`src/rtl/merge_config.svh`:
```
`ifndef MERGE_CONFIG_SVH
`define MERGE_CONFIG_SVH

// --------------------------------------------------
// Flow merge build-time configuration
// --------------------------------------------------

// Number of input flows feeding the merger
`define MERGE_NUM_FLOWS 4

// Width of one payload word
`define MERGE_DATA_WIDTH 16

// Per-flow input buffer depth
`define MERGE_IN_DEPTH 4
// Output buffer depth
`define MERGE_OUT_DEPTH 4

// APB address bus width
`define MERGE_APB_AW 8
// Grant counter width, saturates at all ones
`define MERGE_CNT_WIDTH 16

`endif

```
`src/rtl/merge_pkg.sv`:
```
`include "merge_config.svh"

package merge_pkg;

  // --------------------------------------------------
  // Derived sizes
  // --------------------------------------------------

  // Flow count as seen by the RTL
  localparam int NUM_FLOWS = `MERGE_NUM_FLOWS;
  // Bits needed to name one flow
  localparam int FLOW_IDX_W = $clog2(`MERGE_NUM_FLOWS);

  // --------------------------------------------------
  // Shared types
  // --------------------------------------------------

  // One payload word
  typedef logic [`MERGE_DATA_WIDTH-1:0] data_t;

  // Source flow number
  typedef logic [FLOW_IDX_W-1:0] flow_idx_t;

  // Output word, flow tag in the upper bits and payload below
  typedef logic [FLOW_IDX_W+`MERGE_DATA_WIDTH-1:0] tagged_word_t;

  // One bit per flow, used for valids, readies and the enable mask
  typedef logic [`MERGE_NUM_FLOWS-1:0] valid_vec_t;

  // Per-flow grant counter
  typedef logic [`MERGE_CNT_WIDTH-1:0] cnt_t;

endpackage

```
`src/rtl/flow_arb_lru.sv`:
```
`timescale 1ns/100ps

module flow_arb_lru (
  input  logic                  clk,
  input  logic                  rst_n,
  // Requests from the flows
  input  merge_pkg::valid_vec_t push_valid,
  output merge_pkg::valid_vec_t push_ready,
  // Single granted output
  input  logic                  pop_ready,
  output logic                  pop_valid
);

  import merge_pkg::*;

  // --------------------------------------------------
  // Recency state
  // --------------------------------------------------

  // older[i][j] set when flow i was granted less recently than flow j
  // Diagonal bits stay zero
  logic [NUM_FLOWS-1:0][NUM_FLOWS-1:0] older;

  // Requesting flow with the oldest last grant
  valid_vec_t grant;

  logic pop_xfer;

  // --------------------------------------------------
  // Grant selection
  // --------------------------------------------------

  always_comb begin
    for (int i = 0; i < NUM_FLOWS; i++) begin
      grant[i] = push_valid[i];
      // Lose to any requester that has waited longer
      for (int j = 0; j < NUM_FLOWS; j++) begin
        if ((j != i) && push_valid[j] && older[j][i]) begin
          grant[i] = 1'b0;
        end
      end
    end
  end

  // Any request makes the output valid
  assign pop_valid = |push_valid;

  // Onehot0 ready, only while the consumer is ready
  assign push_ready = grant & {NUM_FLOWS{pop_ready}};

  assign pop_xfer = pop_valid && pop_ready;

  // --------------------------------------------------
  // Order update
  // --------------------------------------------------

  always_ff @(posedge clk) begin
    if (!rst_n) begin
      // Flow 0 oldest, then 1, 2, 3
      for (int i = 0; i < NUM_FLOWS; i++) begin
        for (int j = 0; j < NUM_FLOWS; j++) begin
          older[i][j] <= (i < j);
        end
      end
    end else if (pop_xfer) begin
      for (int i = 0; i < NUM_FLOWS; i++) begin
        if (grant[i]) begin
          // Winner becomes the most recent flow
          for (int j = 0; j < NUM_FLOWS; j++) begin
            if (j != i) begin
              older[i][j] <= 1'b0;
              older[j][i] <= 1'b1;
            end
          end
        end
      end
    end
  end

endmodule

```
`src/rtl/flow_fifo.sv`:
```
`timescale 1ns/100ps

module flow_fifo #(
  parameter type T     = logic,
  parameter int  DEPTH = 4
) (
  input  logic clk,
  input  logic rst_n,
  // Write side
  input  logic in_valid,
  output logic in_ready,
  input  T     in_data,
  // Read side
  output logic out_valid,
  input  logic out_ready,
  output T     out_data
);

  // Pointer and occupancy widths, pointer kept at least one bit wide
  localparam int AW = (DEPTH > 1) ? $clog2(DEPTH) : 1;
  localparam int CW = $clog2(DEPTH + 1);

  localparam logic [AW-1:0] LAST_PTR = AW'(DEPTH - 1);
  localparam logic [CW-1:0] FULL_CNT = CW'(DEPTH);

  // Storage array
  T mem [DEPTH];

  logic [AW-1:0] wr_ptr;
  logic [AW-1:0] rd_ptr;
  logic [CW-1:0] count;

  logic push;
  logic pop;

  // --------------------------------------------------
  // Handshakes
  // --------------------------------------------------

  // Not full, or full with a pop freeing a slot on this edge
  assign in_ready  = (count != FULL_CNT) || out_ready;
  // Head word is visible one cycle after it was written
  assign out_valid = (count != '0);
  assign out_data  = mem[rd_ptr];

  assign push = in_valid && in_ready;
  assign pop  = out_valid && out_ready;

  // --------------------------------------------------
  // Pointers and occupancy
  // --------------------------------------------------

  always_ff @(posedge clk) begin
    if (!rst_n) begin
      wr_ptr <= '0;
      rd_ptr <= '0;
      count  <= '0;
    end else begin
      if (push) begin
        // Wrap explicitly so any depth works
        wr_ptr <= (wr_ptr == LAST_PTR) ? '0 : wr_ptr + 1'b1;
      end
      if (pop) begin
        rd_ptr <= (rd_ptr == LAST_PTR) ? '0 : rd_ptr + 1'b1;
      end
      // Count only moves when exactly one side transfers
      if (push && !pop) begin
        count <= count + 1'b1;
      end else if (pop && !push) begin
        count <= count - 1'b1;
      end
    end
  end

  // Payload write
  always_ff @(posedge clk) begin
    if (push) begin
      mem[wr_ptr] <= in_data;
    end
  end

endmodule

```
`src/rtl/flow_merge_top.sv`:
```
`timescale 1ns/100ps
`include "merge_config.svh"

module flow_merge_top (
  input  logic                                     clk,
  input  logic                                     rst_n,
  // Input flows
  input  merge_pkg::valid_vec_t                    in_valid,
  output merge_pkg::valid_vec_t                    in_ready,
  input  merge_pkg::data_t [`MERGE_NUM_FLOWS-1:0]  in_data,
  // Merged output
  output logic                                     out_valid,
  input  logic                                     out_ready,
  output merge_pkg::tagged_word_t                  out_word,
  // APB
  input  logic [`MERGE_APB_AW-1:0]                 paddr,
  input  logic                                     psel,
  input  logic                                     penable,
  input  logic                                     pwrite,
  input  logic [31:0]                              pwdata,
  output logic [31:0]                              prdata,
  output logic                                     pready,
  output logic                                     pslverr
);

  import merge_pkg::*;

  // Input FIFO heads toward the multiplexer
  valid_vec_t                push_valid;
  valid_vec_t                push_ready;
  data_t [NUM_FLOWS-1:0]     push_data;

  // Multiplexer toward the output FIFO
  logic         pop_valid;
  logic         pop_ready;
  tagged_word_t pop_word;

  // Control links
  logic       grant;
  flow_idx_t  grant_flow;
  valid_vec_t flow_enable;

  // --------------------------------------------------
  // Input buffers, one per flow
  // --------------------------------------------------

  for (genvar g = 0; g < NUM_FLOWS; g++) begin : g_in_fifo
    flow_fifo #(
      .T     (data_t),
      .DEPTH (`MERGE_IN_DEPTH)
    ) i_in_fifo (
      .clk       (clk),
      .rst_n     (rst_n),
      .in_valid  (in_valid[g]),
      .in_ready  (in_ready[g]),
      .in_data   (in_data[g]),
      .out_valid (push_valid[g]),
      .out_ready (push_ready[g]),
      .out_data  (push_data[g])
    );
  end

  // --------------------------------------------------
  // LRU merge
  // --------------------------------------------------

  flow_mux_lru i_flow_mux_lru (
    .clk         (clk),
    .rst_n       (rst_n),
    .flow_enable (flow_enable),
    .push_valid  (push_valid),
    .push_ready  (push_ready),
    .push_data   (push_data),
    .pop_ready   (pop_ready),
    .pop_valid   (pop_valid),
    .pop_word    (pop_word),
    .grant       (grant),
    .grant_flow  (grant_flow)
  );

  // Output buffer for tagged words
  flow_fifo #(
    .T     (tagged_word_t),
    .DEPTH (`MERGE_OUT_DEPTH)
  ) i_out_fifo (
    .clk       (clk),
    .rst_n     (rst_n),
    .in_valid  (pop_valid),
    .in_ready  (pop_ready),
    .in_data   (pop_word),
    .out_valid (out_valid),
    .out_ready (out_ready),
    .out_data  (out_word)
  );

  // --------------------------------------------------
  // Register block
  // --------------------------------------------------

  merge_ctrl i_merge_ctrl (
    .clk         (clk),
    .rst_n       (rst_n),
    .paddr       (paddr),
    .psel        (psel),
    .penable     (penable),
    .pwrite      (pwrite),
    .pwdata      (pwdata),
    .prdata      (prdata),
    .pready      (pready),
    .pslverr     (pslverr),
    .grant       (grant),
    .grant_flow  (grant_flow),
    .flow_enable (flow_enable)
  );

endmodule

```
`src/rtl/flow_mux_lru.sv`:
```
`timescale 1ns/100ps
`include "merge_config.svh"

module flow_mux_lru (
  input  logic                                     clk,
  input  logic                                     rst_n,
  // Per-flow enable from the control block
  input  merge_pkg::valid_vec_t                    flow_enable,
  // Flow side
  input  merge_pkg::valid_vec_t                    push_valid,
  output merge_pkg::valid_vec_t                    push_ready,
  input  merge_pkg::data_t [`MERGE_NUM_FLOWS-1:0]  push_data,
  // Merged side
  input  logic                                     pop_ready,
  output logic                                     pop_valid,
  output merge_pkg::tagged_word_t                  pop_word,
  // Grant report for the counters
  output logic                                     grant,
  output merge_pkg::flow_idx_t                     grant_flow
);

  import merge_pkg::*;

  // Requests that survive the enable mask
  valid_vec_t req_valid;
  flow_idx_t  grant_idx;

  // Disabled flows never request, so their ready stays low
  assign req_valid = push_valid & flow_enable;

  flow_arb_lru i_flow_arb_lru (
    .clk        (clk),
    .rst_n      (rst_n),
    .push_valid (req_valid),
    .push_ready (push_ready),
    .pop_ready  (pop_ready),
    .pop_valid  (pop_valid)
  );

  // Index of the flow transferring now, ready is onehot0
  always_comb begin
    grant_idx = '0;
    for (int i = 0; i < NUM_FLOWS; i++) begin
      if (push_ready[i] && req_valid[i]) begin
        grant_idx = flow_idx_t'(i);
      end
    end
  end

  // Tag the selected word with its source
  assign pop_word = {grant_idx, push_data[grant_idx]};

  // One pulse per output transfer
  assign grant      = pop_valid && pop_ready;
  assign grant_flow = grant_idx;

endmodule

```
`src/rtl/merge_ctrl.sv`:
```
`timescale 1ns/100ps
`include "merge_config.svh"

module merge_ctrl (
  input  logic                       clk,
  input  logic                       rst_n,
  // APB slave
  input  logic [`MERGE_APB_AW-1:0]   paddr,
  input  logic                       psel,
  input  logic                       penable,
  input  logic                       pwrite,
  input  logic [31:0]                pwdata,
  output logic [31:0]                prdata,
  output logic                       pready,
  output logic                       pslverr,
  // Grant report from the multiplexer
  input  logic                       grant,
  input  merge_pkg::flow_idx_t       grant_flow,
  // Enable mask to the multiplexer
  output merge_pkg::valid_vec_t      flow_enable
);

  import merge_pkg::*;

  localparam int AW = `MERGE_APB_AW;

  // --------------------------------------------------
  // Register map
  // --------------------------------------------------

  localparam logic [AW-1:0] ADDR_ENABLE = AW'(8'h00);
  // COUNT0..COUNT3 sit at 0x04 + 4*n
  localparam logic [AW-1:0] ADDR_COUNT0 = AW'(8'h04);
  localparam logic [AW-1:0] ADDR_CLEAR  = AW'(8'h14);

  logic access;
  logic wr_en;
  logic rd_en;

  logic       hit_enable;
  logic       hit_clear;
  valid_vec_t hit_count;
  logic       addr_hit;

  valid_vec_t clr;
  valid_vec_t enable_q;
  cnt_t       cnt [NUM_FLOWS];

  // --------------------------------------------------
  // Decode
  // --------------------------------------------------

  // No wait states, every access ends in its access phase
  assign access = psel && penable;
  assign wr_en  = access && pwrite;
  assign rd_en  = access && !pwrite;
  assign pready = 1'b1;

  assign hit_enable = (paddr == ADDR_ENABLE);
  assign hit_clear  = (paddr == ADDR_CLEAR);

  always_comb begin
    for (int i = 0; i < NUM_FLOWS; i++) begin
      hit_count[i] = (paddr == ADDR_COUNT0 + AW'(4 * i));
    end
  end

  assign addr_hit = hit_enable || hit_clear || (|hit_count);

  // Unmapped address flagged on the access phase only
  assign pslverr = access && !addr_hit;

  // Write-1 clear strobes, one per counter
  assign clr = (wr_en && hit_clear) ? pwdata[NUM_FLOWS-1:0] : '0;

  // --------------------------------------------------
  // Enable register
  // --------------------------------------------------

  always_ff @(posedge clk) begin
    if (!rst_n) begin
      // All flows on out of reset
      enable_q <= '1;
    end else if (wr_en && hit_enable) begin
      enable_q <= pwdata[NUM_FLOWS-1:0];
    end
  end

  assign flow_enable = enable_q;

  // --------------------------------------------------
  // Grant counters
  // --------------------------------------------------

  always_ff @(posedge clk) begin
    if (!rst_n) begin
      for (int i = 0; i < NUM_FLOWS; i++) begin
        cnt[i] <= '0;
      end
    end else begin
      for (int i = 0; i < NUM_FLOWS; i++) begin
        // Clear beats a grant on the same edge
        if (clr[i]) begin
          cnt[i] <= '0;
        end else if (grant && (grant_flow == flow_idx_t'(i)) && (cnt[i] != '1)) begin
          // Saturate at all ones
          cnt[i] <= cnt[i] + 1'b1;
        end
      end
    end
  end

  // --------------------------------------------------
  // Read data
  // --------------------------------------------------

  always_comb begin
    prdata = '0;
    if (rd_en) begin
      if (hit_enable) begin
        prdata = 32'(enable_q);
      end
      for (int i = 0; i < NUM_FLOWS; i++) begin
        if (hit_count[i]) begin
          prdata = 32'(cnt[i]);
        end
      end
      // CLEAR and unmapped addresses read as zero
    end
  end

endmodule

```
`config.mk`:
```
export PLATFORM = sky130hd
export DESIGN_NAME = flow_merge_top
export DESIGN_NICKNAME = d
export VERILOG_FILES = /design/src/rtl/merge_pkg.sv /design/src/rtl/flow_arb_lru.sv /design/src/rtl/flow_fifo.sv /design/src/rtl/flow_merge_top.sv /design/src/rtl/flow_mux_lru.sv /design/src/rtl/merge_ctrl.sv
export VERILOG_INCLUDE_DIRS = /design/src /design/src/rtl
export SDC_FILE = /design/constraint.sdc
export NUM_CORES = 1
export LEC_CHECK = 0
export BUFFER_PORTS_ARGS = -buffer_cell sky130_fd_sc_hd__buf_2
export CORE_ASPECT_RATIO = 1.4
export CORE_MARGIN = 4
export CORE_UTILIZATION = 45
export CTS_CLUSTER_SIZE = 28
export DETAILED_ROUTE_END_ITERATION = 10
export PLACE_DENSITY = 0.63
export SKIP_LAST_GASP = 1
export SLEW_MARGIN = 20
export SYNTH_ARGS = -nofsm -noshare
export SYNTH_HDL_FRONTEND = slang
export SYNTH_SLANG_ARGS = --single-unit
export TNS_END_PERCENT = 20
```
`constraint.sdc`:
```
create_clock -name clk -period 2.8 [get_ports clk]
set_input_delay 0.14 -clock clk [delete_from_list [all_inputs] [get_ports clk]]
set_output_delay 0.14 -clock clk [all_outputs]
set_load 0.02 [all_outputs]
```
==> results.toml <==
[outcome]
status = "complete, no violations"

[synth]
yosysTopAreaCellShare_pct = 61.1
synthAdderAreaFrac_pct = 2.73
synthSimpleGateAreaFrac_pct = 9.53
synth_compound_area_share_pct = 4.27
synth_common_cells = "edfxtp_1 (392), nor2_1 (129), mux4_2 (82)"
synth_xor_area_share_pct = 3.00
synth_top_family_by_area = "multiplexers"
yosysTopAreaCell = "edfxtp_1"
yosys-top-cells-area = "edfxtp_1 (61%), mux4_2 (9.6%), dfxtp_1 (6.3%), nor2_1 (2.5%), ha_1 (2.2%)"
yosysWarningCount = 0
netlist_area_sq_um = 19300
synth_area_per_cell_sq_um = 15.4
synth_edf_count = 392
synth_ff_type = "edfxtp_1"
synth_most_common_cell = "edfxtp_1"
synth_seq_cells = 453
async_flop_share_pct = 0
synth_seq_area_share_pct = 67.5
synthMuxAreaShare_pct = 10.4
synthCells = 1249
synthDistinctLibCells = 62

[floorplan]
core_area_sq_um = 42200
rows = 89
ioPinCount = 171
die-area_sq_um = 46200
die_w_um = 183
initial_core_util_pct = 45.6
die_y_um = 253

[placed_design]
place_hpwl_um = 30000
place.gp.congestion = 0.890
dpl.cell_count = 1937
dp_slack_ns = 0.0242
portBuffers = 125

[worst_hold_path]
hold_start = "rst_n"
holdPathStages = 3
holdCritPathClass = "input port to flip-flop"
holdPathEnd = "i_merge_ctrl.flow_enable[0]"

[clock_network]
insertion_delay_ns = 0.56
numClockSinks = 453
cts_root_buffer = "clkbuf_16"
htreeDepth = 2
numCtsBuffers = 43
clk_pin_slew_ns = 0.06
cts_tree = "done"
clock_path_buffers = 3

[pwr]
p_leak_nw = 8.34
p_int_mw = 16.5
ir_worst_vdd_mv = 0.576
power_density_nw_per_um2 = 1040
p_total_mw = 24.3
swShare_pct = 32.4
power_frac_comb_pct = 31.6
p_switching_mw = 7.89
pwr-share-clk_pct = 25.7
seq_power_share_pct = 42.8

[timing]
worst_slack_ns = 0.0750
period_share_pct = 97.3
worstMarginPinSlew_ns = 0.654
whs_ns = 0.0374
slew_violations = 0
max_freq_ghz = 0.367
hold_viol_final = 0
finalSetupViolCount = 0
min_period_ns = 2.73
skew_ns = 0.0232
rsz0062_at_grt = "yes"
maxSlewHeadroom_pct = 56.3

[setup_path]
r2r_end = "g_in_fifo[0].i_in_fifo.count[2]"
crit_fanout = 4
required_ns = 3.28
crit_arrival_ns = 3.20
cp-start-kind = "flip-flop"
regToRegSetupSlack_ns = 0.07
critical_path_class = "flip-flop to flip-flop"
cp-end-kind = "flip-flop"
r2r_start = "g_in_fifo[1].i_in_fifo.count[1]"
reg2regPathDepth = 11

[routing]
drtIter0Drc = 766
routed_wl_um = 43500
viasPerCell = 5.44
wl_per_cell_um = 20.7
drtAntennaViolNets = 0
first_pass_iters = 5
vias = 11405
drc_errors = 0

[cells_and_area]
syn_to_final_growth_pct = 21.0
drive_gt1_share_pct = 25.5
fill_cells = 3362
nNetsFinal = 1668
fin_cells = 2097
final_util_pct = 55.2

[job]
maxCapViolCount = 0

[global_route]
grt-busiest-layer = "met2"
grt_pass1_vias = 11586
grt_pass1_wl_um = 67400
use_met2_pct = 34.2
grt_usage_pct = 18.7
antenna_found_initial = 2
use_met3_pct = 2.56
gr-total-overflow = 0
met1_usage_pct = 23.2
grt_max_degree = 38
==> worst max-delay path, stage by stage, from the launching register on <==
cell,delay (ns)
dfxtp_4,0.36
buf_4,0.15
o31a_1,0.33
a22o_1,0.23
o211ai_1,0.24
and2_4,0.21
ha_4,0.13
inv_1,0.05
fa_1,0.37
xor2_1,0.15
or3_1,0.30
a21oi_1,0.12
==> cell families after synthesis <==
logic type	count (synthesis)
AOI/OAI and AO/OA	115
xor gates and xnor gates	66
adders and majority gates	39
buffers and inverters	103
DFF	453
muxes	97
other	2
and+or+nand+nor	374
==> area by class of cell <==
type                            instances  area (sq um)  area share (%)
Tap cell                              546           683            2.93
Sequential cell                       453         13000            55.8
Timing Repair Buffer                  280          2040            8.75
Inverter                               29           109           0.467
Clock inverter                         26           398            1.71
Antenna cell                            2          5.00          0.0215
Multi-Input combinational cell        708          5930            25.4
Clock buffer                           53          1130            4.86
==> registers in the layout, indices dropped and copies added (netlist names), named ones only <==
| signal | cells |
|---|---|
| i_merge_ctrl.cnt | 64 |
| g_in_fifo.i_in_fifo.count | 12 |
| i_out_fifo.count | 3 |
| i_out_fifo.wr_ptr | 2 |
| i_out_fifo.rd_ptr | 2 |
| i_flow_mux_lru.i_flow_arb_lru.older | 12 |
| i_merge_ctrl.flow_enable | 4 |
| g_in_fifo.i_in_fifo.mem | 256 |
| g_in_fifo.i_in_fifo.wr_ptr | 8 |
| g_in_fifo.i_in_fifo.rd_ptr | 8 |
| i_out_fifo.mem | 72 |
==> cell usage in the layout (no fill, tap or decap), types with 15 or more instances in the layout <==
master         synthesis  final
inv_1                 27     27
mux4_2                82     82
dlygate4sd3_1          0     73
conb_1                 2     17
ha_1                  34     30
nor2_1               129    129
xnor2_1               21     21
buf_4                 21     76
edfxtp_1             392    392
dfxtp_1               61     54
nand4_1               17     17
nand2_1               71     71
a22oi_1               16     16
xor2_1                45     45
mux2i_1               15     15
and3_1                28     28
clkbuf_16              0     43
nand3_1               76     76
a21oi_1               31     31
buf_2                 19    125
==> how the worst max path moves through the flow <==
stage / from / end / slack [ns] / depth (start not counted)
floorplan: g_in_fifo[2].i_in_fifo.count[2] / g_in_fifo[3].i_in_fifo.count[2] / -0.0006 / 11
global placement: g_in_fifo[1].i_in_fifo.count[2] / g_in_fifo[3].i_in_fifo.count[2] / 0.07 / 10
detailed placement: g_in_fifo[0].i_in_fifo.count[2] / g_in_fifo[2].i_in_fifo.count[2] / 0.02 / 10
CTS: i_out_fifo.count[1] / g_in_fifo[0].i_in_fifo.count[2] / 0.001 / 10
global route: g_in_fifo[1].i_in_fifo.count[2] / g_in_fifo[2].i_in_fifo.count[2] / -0.04 / 10
finish: g_in_fifo[1].i_in_fifo.count[1] / g_in_fifo[0].i_in_fifo.count[2] / 0.07 / 11
==> layer usage <==
metal,vias to the layer above,part of all wire (%)
li1,5292,-
met2,294,54
met5,-,0
met1,5763,39
met3,56,4.3
met4,0,2.5
==> power groups by stage <==
stage	logic [mW]	clock network, mW	registers (mW)
floorplan	4.89	0	10.2
global placement	7.43	0	10.4
detailed placement	7.55	0	10.5
CTS	7.68	6.37	10.4
global route	8.41	6.65	10.5
finish	7.69	6.25	10.4
==> what timing repair did <==
| action | 4_1_cts | 5_1_grt |
|---|---|---|
| buffers inserted | 0 | 6 |
| hold buffers | 73 | 0 |
| gates resized for setup | 1 | 23 |
| hold endpoints to repair | 266 | 0 |
| pin swaps | 0 | 16 |
| setup endpoints to repair | 1 | 4 |
==> through the flow <==
stage            TNS, ns  instance area [sq um]
5_1_grt           -0.107                  23300
3_3_place_gp           0                  20900
3_5_place_dp           0                  20900
6_report               0                  23300
4_1_cts                0                  23200
2_1_floorplan  -0.000602                  19400
Power figures use the tool's default switching activity.
